==> config.mk <==
export PLATFORM = sky130hd
export DESIGN_NAME = id_stage
export DESIGN_NICKNAME = d
export VERILOG_FILES = /design/src/hdl/id_pkg.sv /design/src/hdl/id_decoder.sv /design/src/hdl/id_hazard_bypass.sv /design/src/hdl/id_branch_unit.sv /design/src/hdl/id_stage.sv
export VERILOG_INCLUDE_DIRS = /design/src /design/src/hdl
export SDC_FILE = /design/constraint.sdc
export NUM_CORES = 1
export LEC_CHECK = 0
export BUFFER_PORTS_ARGS = -buffer_cell sky130_fd_sc_hd__buf_2
export CORE_AREA = 3 3 161 163
export CTS_BUF_LIST = sky130_fd_sc_hd__clkbuf_4 sky130_fd_sc_hd__clkbuf_8 sky130_fd_sc_hd__clkbuf_16
export DETAILED_ROUTE_END_ITERATION = 7
export DIE_AREA = 0 0 164 166
export PLACE_DENSITY = 0.61
export SKIP_LAST_GASP = 1
export SYNTH_ARGS = -nofsm -noshare
export SYNTH_HDL_FRONTEND = slang
export SYNTH_HIERARCHICAL = 1
export SYNTH_SLANG_ARGS = --single-unit
==> constraint.sdc <==
create_clock -name clock -period 13.9 [get_ports clock]
set_input_delay 1.39 -clock clock [delete_from_list [all_inputs] [get_ports clock]]
set_output_delay 1.39 -clock clock [all_outputs]
set_load 0.03 [all_outputs]
==> src/hdl/id_params.svh <==
`ifndef ID_PARAMS_SVH
`define ID_PARAMS_SVH

// datapath widths
`define ID_XLEN         32
`define ID_REG_ADDR_W   5
`define ID_IMM_W        32

// RV32I major opcodes
`define ID_OPC_LOAD     7'b0000011
`define ID_OPC_STORE    7'b0100011
`define ID_OPC_BRANCH   7'b1100011
`define ID_OPC_JALR     7'b1100111
`define ID_OPC_JAL      7'b1101111
`define ID_OPC_OP_IMM   7'b0010011
`define ID_OPC_OP       7'b0110011
`define ID_OPC_AUIPC    7'b0010111
`define ID_OPC_LUI      7'b0110111

// alu operations, zero is no operation
`define ID_ALU_ADD      4'd1
`define ID_ALU_SUB      4'd2
`define ID_ALU_XOR      4'd3
`define ID_ALU_OR       4'd4
`define ID_ALU_AND      4'd5
`define ID_ALU_SRL      4'd6
`define ID_ALU_SRA      4'd7
`define ID_ALU_SLL      4'd8
`define ID_ALU_SLT      4'd9
`define ID_ALU_SLTU     4'd10

// alu operand selects
`define ID_SRC1_ZERO    2'd0
`define ID_SRC1_REG1    2'd1
`define ID_SRC1_PC      2'd2
`define ID_SRC2_ZERO    2'd0
`define ID_SRC2_REG2    2'd1
`define ID_SRC2_IMM     2'd2
`define ID_SRC2_FOUR    2'd3

// memory access types, zero is no access
`define ID_LOAD_LB      3'd1
`define ID_LOAD_LBU     3'd2
`define ID_LOAD_LH      3'd3
`define ID_LOAD_LHU     3'd4
`define ID_LOAD_LW      3'd5
`define ID_STORE_SB     2'd1
`define ID_STORE_SH     2'd2
`define ID_STORE_SW     2'd3

// branch conditions
`define ID_BR_NONE      3'd0
`define ID_BR_EQ        3'd1
`define ID_BR_NE        3'd2
`define ID_BR_LT        3'd3
`define ID_BR_GE        3'd4
`define ID_BR_LTU       3'd5
`define ID_BR_GEU       3'd6

`endif

==> src/hdl/id_pkg.sv <==
`default_nettype none

`include "id_params.svh"

package id_pkg;

    // meaningful widths
    typedef logic [`ID_XLEN-1:0]       word_t;
    typedef logic [`ID_REG_ADDR_W-1:0] reg_addr_t;
    typedef logic [3:0]                alu_op_t;
    typedef logic [1:0]                alu_src1_t;
    typedef logic [1:0]                alu_src2_t;
    typedef logic [2:0]                load_type_t;
    typedef logic [1:0]                store_type_t;
    typedef logic [2:0]                branch_cond_t;

    // everything the later stages need from one instruction
    typedef struct packed {
        alu_op_t      alu_op;
        alu_src1_t    src1_sel;
        alu_src2_t    src2_sel;
        word_t        imm;
        reg_addr_t    rd;
        reg_addr_t    rs1;
        reg_addr_t    rs2;
        // operand reads that take part in forwarding
        logic         rs1_ren;
        logic         rs2_ren;
        logic         reg_wen;
        load_type_t   load_type;
        store_type_t  store_type;
        branch_cond_t branch_cond;
        // jal or jalr
        logic         jmp;
        // jalr only, target base is rs1
        logic         jalr;
    } decode_t;

    // one forwarding source from a later stage
    typedef struct packed {
        logic      enable;
        reg_addr_t dst;
        word_t     data;
        // result still in flight, consumer must wait
        logic      need_stall;
    } fwd_src_t;

endpackage

`default_nettype wire

==> src/hdl/id_decoder.sv <==
`default_nettype none

`include "id_params.svh"

module id_decoder (
    input  id_pkg::word_t   inst_i,
    output id_pkg::decode_t dec_o
);

    // instruction fields
    logic [6:0] opcode;
    logic [2:0] funct3;
    logic [6:0] funct7;

    assign opcode = inst_i[6:0];
    assign funct3 = inst_i[14:12];
    assign funct7 = inst_i[31:25];

    // major opcode classes
    logic is_load;
    logic is_store;
    logic is_branch;
    logic is_jalr;
    logic is_jal;
    logic is_op_imm;
    logic is_op;
    logic is_auipc;
    logic is_lui;

    assign is_load   = (opcode == `ID_OPC_LOAD);
    assign is_store  = (opcode == `ID_OPC_STORE);
    assign is_branch = (opcode == `ID_OPC_BRANCH);
    assign is_jalr   = (opcode == `ID_OPC_JALR);
    assign is_jal    = (opcode == `ID_OPC_JAL);
    assign is_op_imm = (opcode == `ID_OPC_OP_IMM);
    assign is_op     = (opcode == `ID_OPC_OP);
    assign is_auipc  = (opcode == `ID_OPC_AUIPC);
    assign is_lui    = (opcode == `ID_OPC_LUI);

    // R-type funct7 variants
    logic f7_base;
    logic f7_alt;

    assign f7_base = (funct7 == 7'b0000000);
    assign f7_alt  = (funct7 == 7'b0100000);

    // op-imm, shifts need bit 25 clear on RV32
    logic op_addi;
    logic op_slti;
    logic op_sltiu;
    logic op_xori;
    logic op_ori;
    logic op_andi;
    logic op_slli;
    logic op_srli;
    logic op_srai;

    assign op_addi  = is_op_imm & (funct3 == 3'b000);
    assign op_slti  = is_op_imm & (funct3 == 3'b010);
    assign op_sltiu = is_op_imm & (funct3 == 3'b011);
    assign op_xori  = is_op_imm & (funct3 == 3'b100);
    assign op_ori   = is_op_imm & (funct3 == 3'b110);
    assign op_andi  = is_op_imm & (funct3 == 3'b111);
    assign op_slli  = is_op_imm & (funct3 == 3'b001) & (inst_i[31:26] == 6'b000000) & ~inst_i[25];
    assign op_srli  = is_op_imm & (funct3 == 3'b101) & (inst_i[31:26] == 6'b000000) & ~inst_i[25];
    assign op_srai  = is_op_imm & (funct3 == 3'b101) & (inst_i[31:26] == 6'b010000) & ~inst_i[25];

    // register-register
    logic op_add;
    logic op_sub;
    logic op_sll;
    logic op_slt;
    logic op_sltu;
    logic op_xor;
    logic op_srl;
    logic op_sra;
    logic op_or;
    logic op_and;

    assign op_add  = is_op & (funct3 == 3'b000) & f7_base;
    assign op_sub  = is_op & (funct3 == 3'b000) & f7_alt;
    assign op_sll  = is_op & (funct3 == 3'b001) & f7_base;
    assign op_slt  = is_op & (funct3 == 3'b010) & f7_base;
    assign op_sltu = is_op & (funct3 == 3'b011) & f7_base;
    assign op_xor  = is_op & (funct3 == 3'b100) & f7_base;
    assign op_srl  = is_op & (funct3 == 3'b101) & f7_base;
    assign op_sra  = is_op & (funct3 == 3'b101) & f7_alt;
    assign op_or   = is_op & (funct3 == 3'b110) & f7_base;
    assign op_and  = is_op & (funct3 == 3'b111) & f7_base;

    logic op_jalr;

    assign op_jalr = is_jalr & (funct3 == 3'b000);

    // format immediates
    logic [`ID_IMM_W-1:0] imm_i;
    logic [`ID_IMM_W-1:0] imm_s;
    logic [`ID_IMM_W-1:0] imm_b;
    logic [`ID_IMM_W-1:0] imm_u;
    logic [`ID_IMM_W-1:0] imm_j;

    assign imm_i = {{20{inst_i[31]}}, inst_i[31:20]};
    assign imm_s = {{20{inst_i[31]}}, inst_i[31:25], inst_i[11:7]};
    assign imm_b = {{20{inst_i[31]}}, inst_i[7], inst_i[30:25], inst_i[11:8], 1'b0};
    assign imm_u = {inst_i[31:12], 12'b0};
    assign imm_j = {{12{inst_i[31]}}, inst_i[19:12], inst_i[20], inst_i[30:21], 1'b0};

    // operand source classes
    logic sel1_reg1;
    logic sel1_pc;
    logic sel2_reg2;
    logic sel2_imm;
    logic sel2_four;

    assign sel1_reg1 = is_op | is_op_imm | is_store | is_load;
    assign sel1_pc   = is_jal | is_jalr | is_auipc;
    assign sel2_reg2 = is_op;
    assign sel2_imm  = is_op_imm | is_lui | is_auipc | is_load | is_store;
    assign sel2_four = is_jal | is_jalr;

    always_comb begin
        dec_o.imm = ({32{is_op_imm | is_jalr | is_load}} & imm_i)
                  | ({32{is_store}}            & imm_s)
                  | ({32{is_branch}}           & imm_b)
                  | ({32{is_lui | is_auipc}}   & imm_u)
                  | ({32{is_jal}}              & imm_j);

        // address and link arithmetic all go through the adder
        dec_o.alu_op = ({4{op_add | op_addi | op_jalr | is_store | is_load | is_jal
                           | is_auipc | is_lui}} & `ID_ALU_ADD)
                     | ({4{op_sub}}             & `ID_ALU_SUB)
                     | ({4{op_xor | op_xori}}   & `ID_ALU_XOR)
                     | ({4{op_or | op_ori}}     & `ID_ALU_OR)
                     | ({4{op_and | op_andi}}   & `ID_ALU_AND)
                     | ({4{op_srl | op_srli}}   & `ID_ALU_SRL)
                     | ({4{op_sra | op_srai}}   & `ID_ALU_SRA)
                     | ({4{op_sll | op_slli}}   & `ID_ALU_SLL)
                     | ({4{op_slt | op_slti}}   & `ID_ALU_SLT)
                     | ({4{op_sltu | op_sltiu}} & `ID_ALU_SLTU);

        // lui and unknown opcodes fall to zero
        if (sel1_reg1) begin
            dec_o.src1_sel = `ID_SRC1_REG1;
        end else if (sel1_pc) begin
            dec_o.src1_sel = `ID_SRC1_PC;
        end else begin
            dec_o.src1_sel = `ID_SRC1_ZERO;
        end

        if (sel2_reg2) begin
            dec_o.src2_sel = `ID_SRC2_REG2;
        end else if (sel2_imm) begin
            dec_o.src2_sel = `ID_SRC2_IMM;
        end else if (sel2_four) begin
            dec_o.src2_sel = `ID_SRC2_FOUR;
        end else begin
            dec_o.src2_sel = `ID_SRC2_ZERO;
        end

        dec_o.rd  = inst_i[11:7];
        dec_o.rs1 = inst_i[19:15];
        dec_o.rs2 = inst_i[24:20];

        dec_o.rs1_ren = sel1_reg1 | is_jalr | is_branch;
        dec_o.rs2_ren = sel2_reg2 | is_store | is_branch;
        dec_o.reg_wen = is_jalr | is_load | is_op_imm | is_op | is_jal | is_auipc | is_lui;

        dec_o.load_type = ({3{is_load & (funct3 == 3'b000)}} & `ID_LOAD_LB)
                        | ({3{is_load & (funct3 == 3'b100)}} & `ID_LOAD_LBU)
                        | ({3{is_load & (funct3 == 3'b001)}} & `ID_LOAD_LH)
                        | ({3{is_load & (funct3 == 3'b101)}} & `ID_LOAD_LHU)
                        | ({3{is_load & (funct3 == 3'b010)}} & `ID_LOAD_LW);

        dec_o.store_type = ({2{is_store & (funct3 == 3'b000)}} & `ID_STORE_SB)
                         | ({2{is_store & (funct3 == 3'b001)}} & `ID_STORE_SH)
                         | ({2{is_store & (funct3 == 3'b010)}} & `ID_STORE_SW);

        // funct3 010 and 011 are reserved for branches
        dec_o.branch_cond = ({3{is_branch & (funct3 == 3'b000)}} & `ID_BR_EQ)
                          | ({3{is_branch & (funct3 == 3'b001)}} & `ID_BR_NE)
                          | ({3{is_branch & (funct3 == 3'b100)}} & `ID_BR_LT)
                          | ({3{is_branch & (funct3 == 3'b101)}} & `ID_BR_GE)
                          | ({3{is_branch & (funct3 == 3'b110)}} & `ID_BR_LTU)
                          | ({3{is_branch & (funct3 == 3'b111)}} & `ID_BR_GEU);

        dec_o.jmp  = is_jal | op_jalr;
        dec_o.jalr = op_jalr;
    end

endmodule

`default_nettype wire

==> src/hdl/id_hazard_bypass.sv <==
`default_nettype none

module id_hazard_bypass (
    input  logic             clock,
    input  logic             reset,
    input  id_pkg::decode_t  dec_i,
    input  id_pkg::word_t    reg1_data_i,
    input  id_pkg::word_t    reg2_data_i,
    input  id_pkg::fwd_src_t es_fwd_i,
    input  id_pkg::fwd_src_t ms_fwd_i,
    input  id_pkg::fwd_src_t ws_fwd_i,
    input  logic             fs_to_ds_valid_i,
    input  logic             es_allowin_i,
    output id_pkg::word_t    reg1_o,
    output id_pkg::word_t    reg2_o,
    output logic             ds_valid_o,
    output logic             ds_ready_go_o,
    output logic             ds_allowin_o,
    output logic             ds_to_ex_valid_o
);

    logic rs1_stall;
    logic rs2_stall;

    // nearest producer wins, writeback is always final
    function automatic id_pkg::word_t pick_operand(
        input  id_pkg::reg_addr_t addr,
        input  logic              ren,
        input  id_pkg::word_t     rf_data,
        input  id_pkg::fwd_src_t  es,
        input  id_pkg::fwd_src_t  ms,
        input  id_pkg::fwd_src_t  ws,
        output logic              stall
    );
        id_pkg::word_t data;
        if (ren && es.enable && (es.dst == addr)) begin
            data  = es.data;
            stall = es.need_stall;
        end else if (ren && ms.enable && (ms.dst == addr)) begin
            data  = ms.data;
            stall = ms.need_stall;
        end else if (ren && ws.enable && (ws.dst == addr)) begin
            data  = ws.data;
            stall = 1'b0;
        end else begin
            data  = rf_data;
            stall = 1'b0;
        end
        return data;
    endfunction

    always_comb begin
        reg1_o = pick_operand(dec_i.rs1, dec_i.rs1_ren, reg1_data_i,
                              es_fwd_i, ms_fwd_i, ws_fwd_i, rs1_stall);
        reg2_o = pick_operand(dec_i.rs2, dec_i.rs2_ren, reg2_data_i,
                              es_fwd_i, ms_fwd_i, ws_fwd_i, rs2_stall);
    end

    // stage handshake
    assign ds_ready_go_o    = ~rs1_stall & ~rs2_stall;
    assign ds_allowin_o     = ~ds_valid_o | (ds_ready_go_o & es_allowin_i);
    assign ds_to_ex_valid_o = ds_valid_o & ds_ready_go_o;

    // single-entry occupancy, instruction word held upstream
    always_ff @(posedge clock) begin
        if (reset) begin
            ds_valid_o <= 1'b0;
        end else if (ds_allowin_o) begin
            ds_valid_o <= fs_to_ds_valid_i;
        end
    end

endmodule

`default_nettype wire

==> src/hdl/id_branch_unit.sv <==
`default_nettype none

`include "id_params.svh"

module id_branch_unit (
    input  id_pkg::decode_t dec_i,
    input  id_pkg::word_t   pc_i,
    input  id_pkg::word_t   reg1_i,
    input  id_pkg::word_t   reg2_i,
    output logic            branch_taken_o,
    output id_pkg::word_t   target_o
);

    logic          equal;
    logic          less_signed;
    logic          less_unsigned;
    id_pkg::word_t target_base;

    // one comparator of each kind, the condition picks the result
    assign equal         = (reg1_i == reg2_i);
    assign less_signed   = ($signed(reg1_i) < $signed(reg2_i));
    assign less_unsigned = (reg1_i < reg2_i);

    always_comb begin
        case (dec_i.branch_cond)
            `ID_BR_NONE: branch_taken_o = 1'b0;
            `ID_BR_EQ:   branch_taken_o = equal;
            `ID_BR_NE:   branch_taken_o = ~equal;
            `ID_BR_LT:   branch_taken_o = less_signed;
            `ID_BR_GE:   branch_taken_o = ~less_signed;
            `ID_BR_LTU:  branch_taken_o = less_unsigned;
            `ID_BR_GEU:  branch_taken_o = ~less_unsigned;
            default:     branch_taken_o = 1'b0;
        endcase
    end

    // shared adder for branch, jal and jalr targets
    assign target_base = dec_i.jalr ? reg1_i : pc_i;
    assign target_o    = target_base + dec_i.imm;

endmodule

`default_nettype wire

==> src/hdl/id_stage.sv <==
`default_nettype none

module id_stage (
    input  logic             clock,
    input  logic             reset,
    input  id_pkg::word_t    inst_i,
    input  id_pkg::word_t    pc_i,
    input  id_pkg::word_t    reg1_data_i,
    input  id_pkg::word_t    reg2_data_i,
    input  logic             fs_to_ds_valid_i,
    input  logic             es_allowin_i,
    input  id_pkg::fwd_src_t es_fwd_i,
    input  id_pkg::fwd_src_t ms_fwd_i,
    input  id_pkg::fwd_src_t ws_fwd_i,
    output id_pkg::decode_t  dec_o,
    output id_pkg::word_t    reg1_o,
    output id_pkg::word_t    reg2_o,
    output logic             ds_valid_o,
    output logic             ds_ready_go_o,
    output logic             ds_allowin_o,
    output logic             ds_to_ex_valid_o,
    output logic             branch_taken_o,
    output id_pkg::word_t    target_o
);

    id_pkg::decode_t dec;

    assign dec_o = dec;

    id_decoder u_decoder (
        .inst_i (inst_i),
        .dec_o  (dec)
    );

    // operands after forwarding feed both the branch unit and execute
    id_hazard_bypass u_hazard_bypass (
        .clock            (clock),
        .reset            (reset),
        .dec_i            (dec),
        .reg1_data_i      (reg1_data_i),
        .reg2_data_i      (reg2_data_i),
        .es_fwd_i         (es_fwd_i),
        .ms_fwd_i         (ms_fwd_i),
        .ws_fwd_i         (ws_fwd_i),
        .fs_to_ds_valid_i (fs_to_ds_valid_i),
        .es_allowin_i     (es_allowin_i),
        .reg1_o           (reg1_o),
        .reg2_o           (reg2_o),
        .ds_valid_o       (ds_valid_o),
        .ds_ready_go_o    (ds_ready_go_o),
        .ds_allowin_o     (ds_allowin_o),
        .ds_to_ex_valid_o (ds_to_ex_valid_o)
    );

    id_branch_unit u_branch_unit (
        .dec_i          (dec),
        .pc_i           (pc_i),
        .reg1_i         (reg1_o),
        .reg2_i         (reg2_o),
        .branch_taken_o (branch_taken_o),
        .target_o       (target_o)
    );

endmodule

`default_nettype wire

* Word level (Yosys, flattened, before mapping) *
Index checks and enable logic that the tools add are counted.

storage, ports and cells
  register bits = 1
  latch bits = 0
  bits in writable memories = 0
  ROM bits = 0
  bits of input ports = 249
  output and inout port bits = 169
  memories = 0

operators by class
  $add $sub $neg = 1
  multipliers = 0
  div/mod/pow operators = 0
  $lt $le $gt $ge = 2
  equal/unequal tests = 31
  shift-type cells = 0
  mux-type cells = 17
  bitwise logic cells = 125
  reduce and logical (&&, ||, !) cells = 15

operators with widths
  operator            count
  $mux 32             7
  $and 32x32->32      5
  $or 32x32->32       4
  $lt 32x32->1        2
  $and 1x1->1         50
  $or 1x1->1          39
  $add 32x32->32      1
  $eq 32x32->1        1
  $eq 5x5->1          6
  $eq 7x6->1 const B  4
  $eq 3x3->1 const B  7
  $eq 7x7->1 const B  3
  $or 4x3->4          4
  $or 3x3->3          5
  $eq 7x5->1 const B  2
  $eq 3x2->1 const B  4
  $logic_and 1x1->1   12
  $or 4x4->4          3
  $mux 2              5
  $or 1x2->2          4
  $eq 7x2->1 const B  1
  $logic_not 7->1     1
  $not 1->1           7
  $eq 3x1->1 const B  2
  other kinds (8)     12

* Logic depth before layout (Yosys ltp) *
Gate-level depths: netlist of the first run.

  word-level depth = 19
  depth in mapped cells = 22
  depth with buffers taken out = 20

* Modules after synthesis *
The synthesis of the first run kept the hierarchy.

modules (own cells, without submodules)
  module            times used  cells an instance  area an instance (µm²)  seq. area each (µm²)
  id_branch_unit    1           401                2964.1                  0.0
  id_hazard_bypass  1           343                2473.6                  20.0
  id_decoder        1           151                1049.8                  0.0

* Least setup slack after synthesis of the first run *
No wires, ideal clock.

  kind = input-to-output
  start = input inst_i[3]
  end = output branch_taken_o
  arrival time = 5.911 ns
  required time = 12.510 ns
  path slack = 6.599 ns
  cell stages on the path = 20
  cell sequence = and3b_1 buf_2 nand2_1 inv_1 nand3_1 nand2_1 nand3_1 nor2_1 clkbuf_1 clkbuf_1 a21o_1 inv_1 ha_1 a21oi_1 o21ai_1 a221o_1 a2111o_1 o2111ai_1 nand3b_1 nor3_1

between the ends
  cells in the longest elaborated chain, start to end = 14
  elaborated cells on any way between the ends = 55
  classes of those cells = order compare: 2; eq/ne: 13; mux: 7; bitwise: 21; reduce/logical: 12

ends and longest elaborated chain
  what                                                       line                                                              RTL
  from (decl)                                                id_stage.sv:6                                                     input id_pkg::word_t inst_i,
  $eq 7x6->1 (no line) / $eq 7x5->1 (equally long branches)  --
  $or 1x1->1 (2 in series)                                   id_decoder.sv:115                                                 assign sel1_reg1 = is_op | is_op_imm | is_store | is_load;
  $or 1x1->1 *                                               id_decoder.sv:115
  named net u_decoder.sel1_reg1                              id_decoder.sv:109                                                 logic sel1_reg1;
  $or 1x1->1 * (2 in series)                                 id_decoder.sv:164                                                 dec_o.rs1_ren = sel1_reg1 | is_jalr | is_branch;
  $logic_and 1x1->1 (2 in series)                            id_hazard_bypass.sv:42                                            end else if (ren && ws.enable && (ws.dst == addr)) begin
  $mux 32                                                    id_hazard_bypass.sv:42
  $mux 32                                                    id_hazard_bypass.sv:39                                            end else if (ren && ms.enable && (ms.dst == addr)) begin
  $mux 32 *                                                  id_hazard_bypass.sv:36                                            if (ren && es.enable && (es.dst == addr)) begin
  $lt 32x32->1, or another cell as far along                 id_branch_unit.sv:22                                              assign less_unsigned = (reg1_i < reg2_i);
  $not 1->1 (on tied branches)                               id_branch_unit.sv:32, id_branch_unit.sv:28, id_branch_unit.sv:30
  $pmux 1 s6 *                                               id_branch_unit.sv:25                                              case (dec_i.branch_cond)
  to (decl)                                                  id_stage.sv:22                                                    output logic branch_taken_o,

Mark *: on every way through the listed nets, which the timed path passes. The rest lies on a longest branch.

* Final worst setup path of the first run *
  start = input inst_i[3]
  end = output target_o[18]

between the ends
  cells in the longest elaborated chain, start to end = 13
  elaborated cells on any way between the ends = 38
  classes of those cells = add/sub: 1; eq/ne: 9; mux: 4; bitwise: 18; reduce/logical: 6

ends and longest elaborated chain
  what                                                       line                    RTL
  $eq 7x6->1 (no line) / $eq 7x5->1 (equally long branches)  --
  $or 1x1->1 (3 in series)                                   id_decoder.sv:115
  $or 1x1->1 (2 in series)                                   id_decoder.sv:164
  $logic_and 1x1->1 (2 in series)                            id_hazard_bypass.sv:42
  $mux 32                                                    id_hazard_bypass.sv:42
  $mux 32                                                    id_hazard_bypass.sv:39
  $mux 32                                                    id_hazard_bypass.sv:36
  $mux 32                                                    id_branch_unit.sv:38    assign target_base = dec_i.jalr ? reg1_i : pc_i;
  $add 32x32->32 *                                           id_branch_unit.sv:39    assign target_o = target_base + dec_i.imm;
  to (decl)                                                  id_stage.sv:23          output id_pkg::word_t target_o

Mark *: on every way between the ends. The rest lies on a longest branch, timed or not.

==> flow_summary.json, run 1 <==
{
  "clock_latency_ps": 0,
  "grt_max_degree": 67,
  "start_util_pct": 26.5,
  "synth_largest_area_cell": "ha_1",
  "rsz0062_at_grt": "no",
  "timing.rr.end": "u_hazard_bypass/ds_valid_o$_SDFFE_PP0P_",
  "antenna_found_initial": 4,
  "hold_end": "u_hazard_bypass/ds_valid_o$_SDFFE_PP0P_",
  "drc_errors": 0,
  "final_net_count": 1557,
  "hpwl_mm": 26.8,
  "synth.area.top_cells": "ha_1, a21o_1, mux2i_1, a211oi_1, nor2_1",
  "worstSetupEndpointType": "output port",
  "num_rows": 57,
  "worst_slack_ps": 5700,
  "tightest_slew_ps": 901,
  "wl_mm": 31.7,
  "synth_top_area_share_pct": 12.2,
  "intPower_mw": 0.0974,
  "crit_arrival_ps": 6810,
  "die_area_sq_um": 27200,
  "status": "finished, final reports clean",
  "synth_edf_count": 0,
  "hold_viol_final": 0,
  "vias_per_cell": 5.34,
  "crit_fanout": 66,
  "postSynthAreaPerCell_sq_um": 7.25,
  "area.growth.synth_to_final_pct": 32.2,
  "pwr-share-comb_pct": 98.6,
  "vdd_drop_max_mv": 0.0173,
  "fin_crit_ps": 8200,
  "cts_resized": 0,
  "yosysSeqAreaShare_pct": 0.309,
  "setup_tns_ps": 0,
  "p_sw_share_pct": 61.1,
  "largest_reg_flops": 1,
  "path_clk_slew_ps": 0,
  "die_w_um": 164,
  "hold_path.class": "register to register",
  "final_util_pct": 35.1,
  "drive_gt1_share_pct": 39.0,
  "cap_violations": 0,
  "max-slew-margin-rel_pct": 39.9,
  "ioPinCount": 418,
  "wl_per_cell_um": 20.2,
  "first_global_vias": 7920,
  "post_cts_buffers": 0,
  "rrSetupSlack_ps": 13120,
  "post-route-period-util_pct": 59.0,
  "hold_buffers": 0,
  "synth_commonest_cells": "nor2_1, a21o_1, a211oi_1, mux2i_1, ha_1",
  "grt_overflow": 0,
  "pwr-share-seq_pct": 1.4,
  "hold_start": "u_hazard_bypass/ds_valid_o$_SDFFE_PP0P_",
  "setup_viol": 0,
  "clockPowerShare_pct": 0,
  "core_area_sq_um": 24500,
  "powerDensity_nw_per_um2": 29.2,
  "ys_types": 77,
  "postRouteAntennaNets": 0,
  "ys_async_sr_fraction_pct": 0,
  "ys_ff_latch": 1,
  "regMostFlops": "u_hazard_bypass/ds_valid_o",
  "fillerInstances": 2644,
  "top_regs": "u_hazard_bypass/ds_valid_o (1)",
  "slew_viol_final": 0,
  "min_path_cells": 2,
  "syn_area_sq_um": 6490,
  "syn-num-nets": 1208,
  "synthCells": 895,
  "crit_type": "input port to output port",
  "r2r_cells": 2,
  "fmax_mhz": 122,
  "cp-start-kind": "input port",
  "gp_congestion": 0.939,
  "drt_first_pass_iters": 5,
  "synth_most_common_cell": "nor2_1",
  "synthFlopType": "dfxtp_1",
  "synth_warnings": 6,
  "grt_util_all_layers_pct": 21.1,
  "clock_skew_ps": 0,
  "pre_cts_ws_ps": 5770,
  "p_switching_mw": 0.153,
  "die_y_um": 166,
  "grt_pass1_wl_mm": 45.8,
  "worstPathRequired_ps": 12510,
  "first_iter_violations": 659,
  "numPortBuffers": 416,
  "cellLeakagePower_nw": 5.18,
  "via_count": 8367,
  "reg2reg_from": "u_hazard_bypass/ds_valid_o$_SDFFE_PP0P_"
}
[per-layer routing]
metal  vias to the layer above  wire length [um]  GRT usage [%]
met2                       400             15000           37.3
met5                         -                33              0
met4                         4               586           3.27
li1                       4057                 -              -
met1                      3869             13700           28.3
met3                        37              2370           1.90
[how the worst max path moves through the flow]
stage	startpoint	endpoint	slack [ps]	cells past startpoint
floorplan	inst_i[3]	branch_taken_o	6600	20
global placement	inst_i[3]	target_o[18]	5780	22
detailed placement	inst_i[3]	target_o[18]	5770	23
CTS	inst_i[3]	target_o[18]	5750	23
global route	inst_i[3]	target_o[18]	5270	22
finish	inst_i[3]	target_o[18]	5700	22
[cell families after synthesis]
family | after synthesis | share of synthesized area, %
AOI/OAI and AO/OA | 299 | 34.0
and+or+nand+nor | 252 | 19.6
buffers and inverters | 124 | 10.3
muxes | 97 | 15.6
adders and majority gates | 64 | 12.5
xor gates and xnor gates | 58 | 7.83
DFF | 1 | 0.309
[through the flow]
step | instances | power (mW) | cell area, sq um | hold slack (ps)
after floorplan | 895 | 0.158 | 6490 | 624
after global placement | 1566 | 0.247 | 8570 | 531
after detailed placement | 1566 | 0.249 | 8570 | 552
after CTS | 1566 | 0.250 | 8570 | 548
after global routing | 1567 | 0.270 | 8570 | 599
final | 1568 | 0.250 | 8580 | 557
[power groups by stage]
stage	clock, mW	combinational (mW)	sequential, mW
2_1_floorplan	0	0.154	0.00367
4_1_cts	0	0.247	0.00338
3_5_place_dp	0	0.246	0.00338
6_report	0.0000000193	0.247	0.00340
3_3_place_gp	0	0.244	0.00335
5_1_grt	0.00000000962	0.267	0.00343
[critical path: stages]
cell,delay (ps)
buf_2,130
and3b_1,390
nand2_1,240
inv_1,140
nand3_1,240
nand3_1,310
nand3_1,170
nor2_4,120
buf_4,540
a21o_1,350
mux2_2,200
ha_1,180
inv_1,70
fa_1,410
nor2b_1,180
o211ai_1,180
a211oi_2,390
o21ai_0,250
a21oi_1,280
nor4_1,80
a311o_1,310
buf_2,180
[placed cells by master (no fill, tap or decap), types with 5 or more instances in the layout]
cell,n
buf_2,416
a21o_1,101
nor2_1,100
a211oi_1,70
mux2i_1,66
ha_1,63
inv_1,49
a21oi_1,41
xnor2_1,34
mux2_2,31
nand2_1,28
xor2_1,24
nand3_1,23
nand4_1,18
o21ai_0,16
nor3_1,16
and2_1,10
nor2b_1,9
a31oi_1,9
nor4_1,8
o211ai_1,7
buf_4,6
o22ai_1,5
[area by class of cell]
class                      instances  area, sq um  area share, %
multi-input combinational        770         5840           68.0
antenna                            2         5.00         0.0584
tap                              324          405           4.73
timing repair buffer             422         2130           24.8
sequential                         1         20.0          0.233
inverter                          49          184           2.14
Note: power is estimated with default switching activity, not from simulation.
==> run 2, diff against run 1 <==
==> constraint.sdc (replaced) <==
create_clock -name clock -period 8.4 [get_ports clock]
set_input_delay 0.84 -clock clock [delete_from_list [all_inputs] [get_ports clock]]
set_output_delay 0.84 -clock clock [all_outputs]
set_load 0.03 [all_outputs]
==> flow_summary.json, run 2 (synthesis results as in run 1) <==
{
  "critPathMaxStageDelay_ps": 480,
  "crit_slowest_cell": "nor2_4",
  "core_area_sq_um": 24500,
  "fin_crit_ps": 6950,
  "final_util_pct": 35.3,
  "wl_mm": 32.2,
  "vias_per_cell": 5.35,
  "largest_reg_flops": 1,
  "worstPathRequired_ps": 7560,
  "max-slew-margin-rel_pct": 38.3,
  "stdcell_count": 1574,
  "r2r_cells": 2,
  "powerDensity_nw_per_um2": 48.0,
  "drive_gt1_share_pct": 39.2,
  "gp_congestion": 0.912,
  "path_clk_slew_ps": 0,
  "cp-start-kind": "input port",
  "fmax_mhz": 144,
  "cellLeakagePower_nw": 5.21,
  "cap_violations": 0,
  "die_y_um": 166,
  "wl_per_cell_um": 20.4,
  "status": "finished, final reports clean",
  "first_global_vias": 8109,
  "drc_errors": 0,
  "hold_path.class": "register to register",
  "post-route-period-util_pct": 82.7,
  "start_util_pct": 26.5,
  "crit_arrival_ps": 6110,
  "cp_common_cell": "nand3_1",
  "postRouteAntennaNets": 0,
  "hold_viol_final": 0,
  "min_path_cells": 2,
  "final_net_count": 1560,
  "rrSetupSlack_ps": 7650,
  "grt_overflow": 0,
  "vdd_drop_max_mv": 0.0274,
  "die_w_um": 164,
  "clock_latency_ps": 0,
  "path_buf_inv": 4,
  "hold_end": "u_hazard_bypass/ds_valid_o$_SDFFE_PP0P_",
  "place_inst": 1569,
  "hold_slack_ps": 544,
  "fillerInstances": 2623,
  "numPortBuffers": 416,
  "post_cts_buffers": 0,
  "crit_fanout": 40,
  "grt_util_all_layers_pct": 21.8,
  "area.sequential_sq_um": 20.0,
  "num_rows": 57,
  "top_regs": "u_hazard_bypass/ds_valid_o (1)",
  "cts_resized": 0,
  "worstSetupEndpointType": "output port",
  "slew_viol_final": 0,
  "grt_max_degree": 66,
  "critPathTopFamily": "simple AND/OR/NAND/NOR gates",
  "via_count": 8426,
  "grt_pass1_wl_mm": 47.1,
  "tightest_slew_ps": 924,
  "die_area_sq_um": 27200,
  "mostFrequentLayoutCell": "buf_2",
  "hpwl_mm": 27.5,
  "first_iter_violations": 529,
  "hold_start": "u_hazard_bypass/ds_valid_o$_SDFFE_PP0P_",
  "hold_buffers": 0,
  "rsz0062_at_grt": "no",
  "area.growth.synth_to_final_pct": 33.2,
  "path_cells": "buf_2, and3b_1, nand2_1, inv_1, nand3_1, nand3_1, nand3_1, nor2_4, buf_12, a211oi_1, a21o_1, mux2_2, ha_1, a21o_1, a2111o_1, a21oi_4, a31oi_2, or4_1, nand4_1, buf_2",
  "regMostFlops": "u_hazard_bypass/ds_valid_o",
  "multi_input_area_sq_um": 5840,
  "layout_common_cells": "buf_2, a21o_1, nor2_1",
  "clock_skew_ps": 0,
  "ioPinCount": 418,
  "drt_first_pass_iters": 5,
  "crit_type": "input port to output port",
  "reg2reg_from": "u_hazard_bypass/ds_valid_o$_SDFFE_PP0P_",
  "timing.rr.end": "u_hazard_bypass/ds_valid_o$_SDFFE_PP0P_",
  "setup_viol": 0,
  "antenna_found_initial": 7,
  "setup_tns_ps": 0
}
run 2: cell types whose count changed in the layout (fill, tap and decap cells not counted):
cell and delta:
diode_2 +3, buf_12 +3
run 2: tightest hold or removal path, delay by kind of cell (launching register included):
family,cells,cell delay (ps)
AOI/OAI and AO/OA,1,50
and+or+nand+nor,1,110
DFF,1,320
run 2: where the power goes:
| group | internal (mW) | switching (mW) | leakage, nW | total [mW] |
|---|---|---|---|---|
| registers | 0.00519 | 0.000389 | 0.00832 | 0.00558 |
| logic | 0.156 | 0.254 | 5.20 | 0.410 |
| clock network | 0.0000000800 | 0 | 0.0000317 | 0.0000000800 |
| total | 0.161 | 0.254 | 5.21 | 0.415 |
run 2: worst max-delay path by stage:
stage	depth (start not counted)	endpoint	slack [ps]	from
2_1_floorplan	20	branch_taken_o	2200	inst_i[3]
3_3_place_gp	21	target_o[18]	1490	inst_i[3]
3_5_place_dp	19	branch_taken_o	1470	inst_i[3]
4_1_cts	19	branch_taken_o	1450	inst_i[3]
5_1_grt	19	branch_taken_o	1040	inst_i[3]
6_report	20	target_o[28]	1450	inst_i[3]
run 2: through the flow:
stage	area, sq um	power, mW	worst slack, ps
4_1_cts	8630	0.415	1450
3_5_place_dp	8630	0.414	1470
6_report	8640	0.415	1450
3_3_place_gp	8630	0.410	1490
5_1_grt	8640	0.449	1040
2_1_floorplan	6490	0.261	2200
run 2: area by class of cell:
cell class,instances,area share (%)
Antenna cell,5,0.145
Inverter,49,2.13
Multi-Input combinational cell,770,67.5
Sequential cell,1,0.232
Tap cell,324,4.69
Timing Repair Buffer,425,25.3
run 2: per-layer routing:
layer | global-route usage, % | up-vias | wire length [um]
li1 | - | 4053 | -
met1 | 29.0 | 3943 | 13500
met2 | 38.8 | 400 | 15700
met3 | 1.80 | 26 | 2480
met4 | 3.31 | 4 | 379
met5 | 0 | - | 27
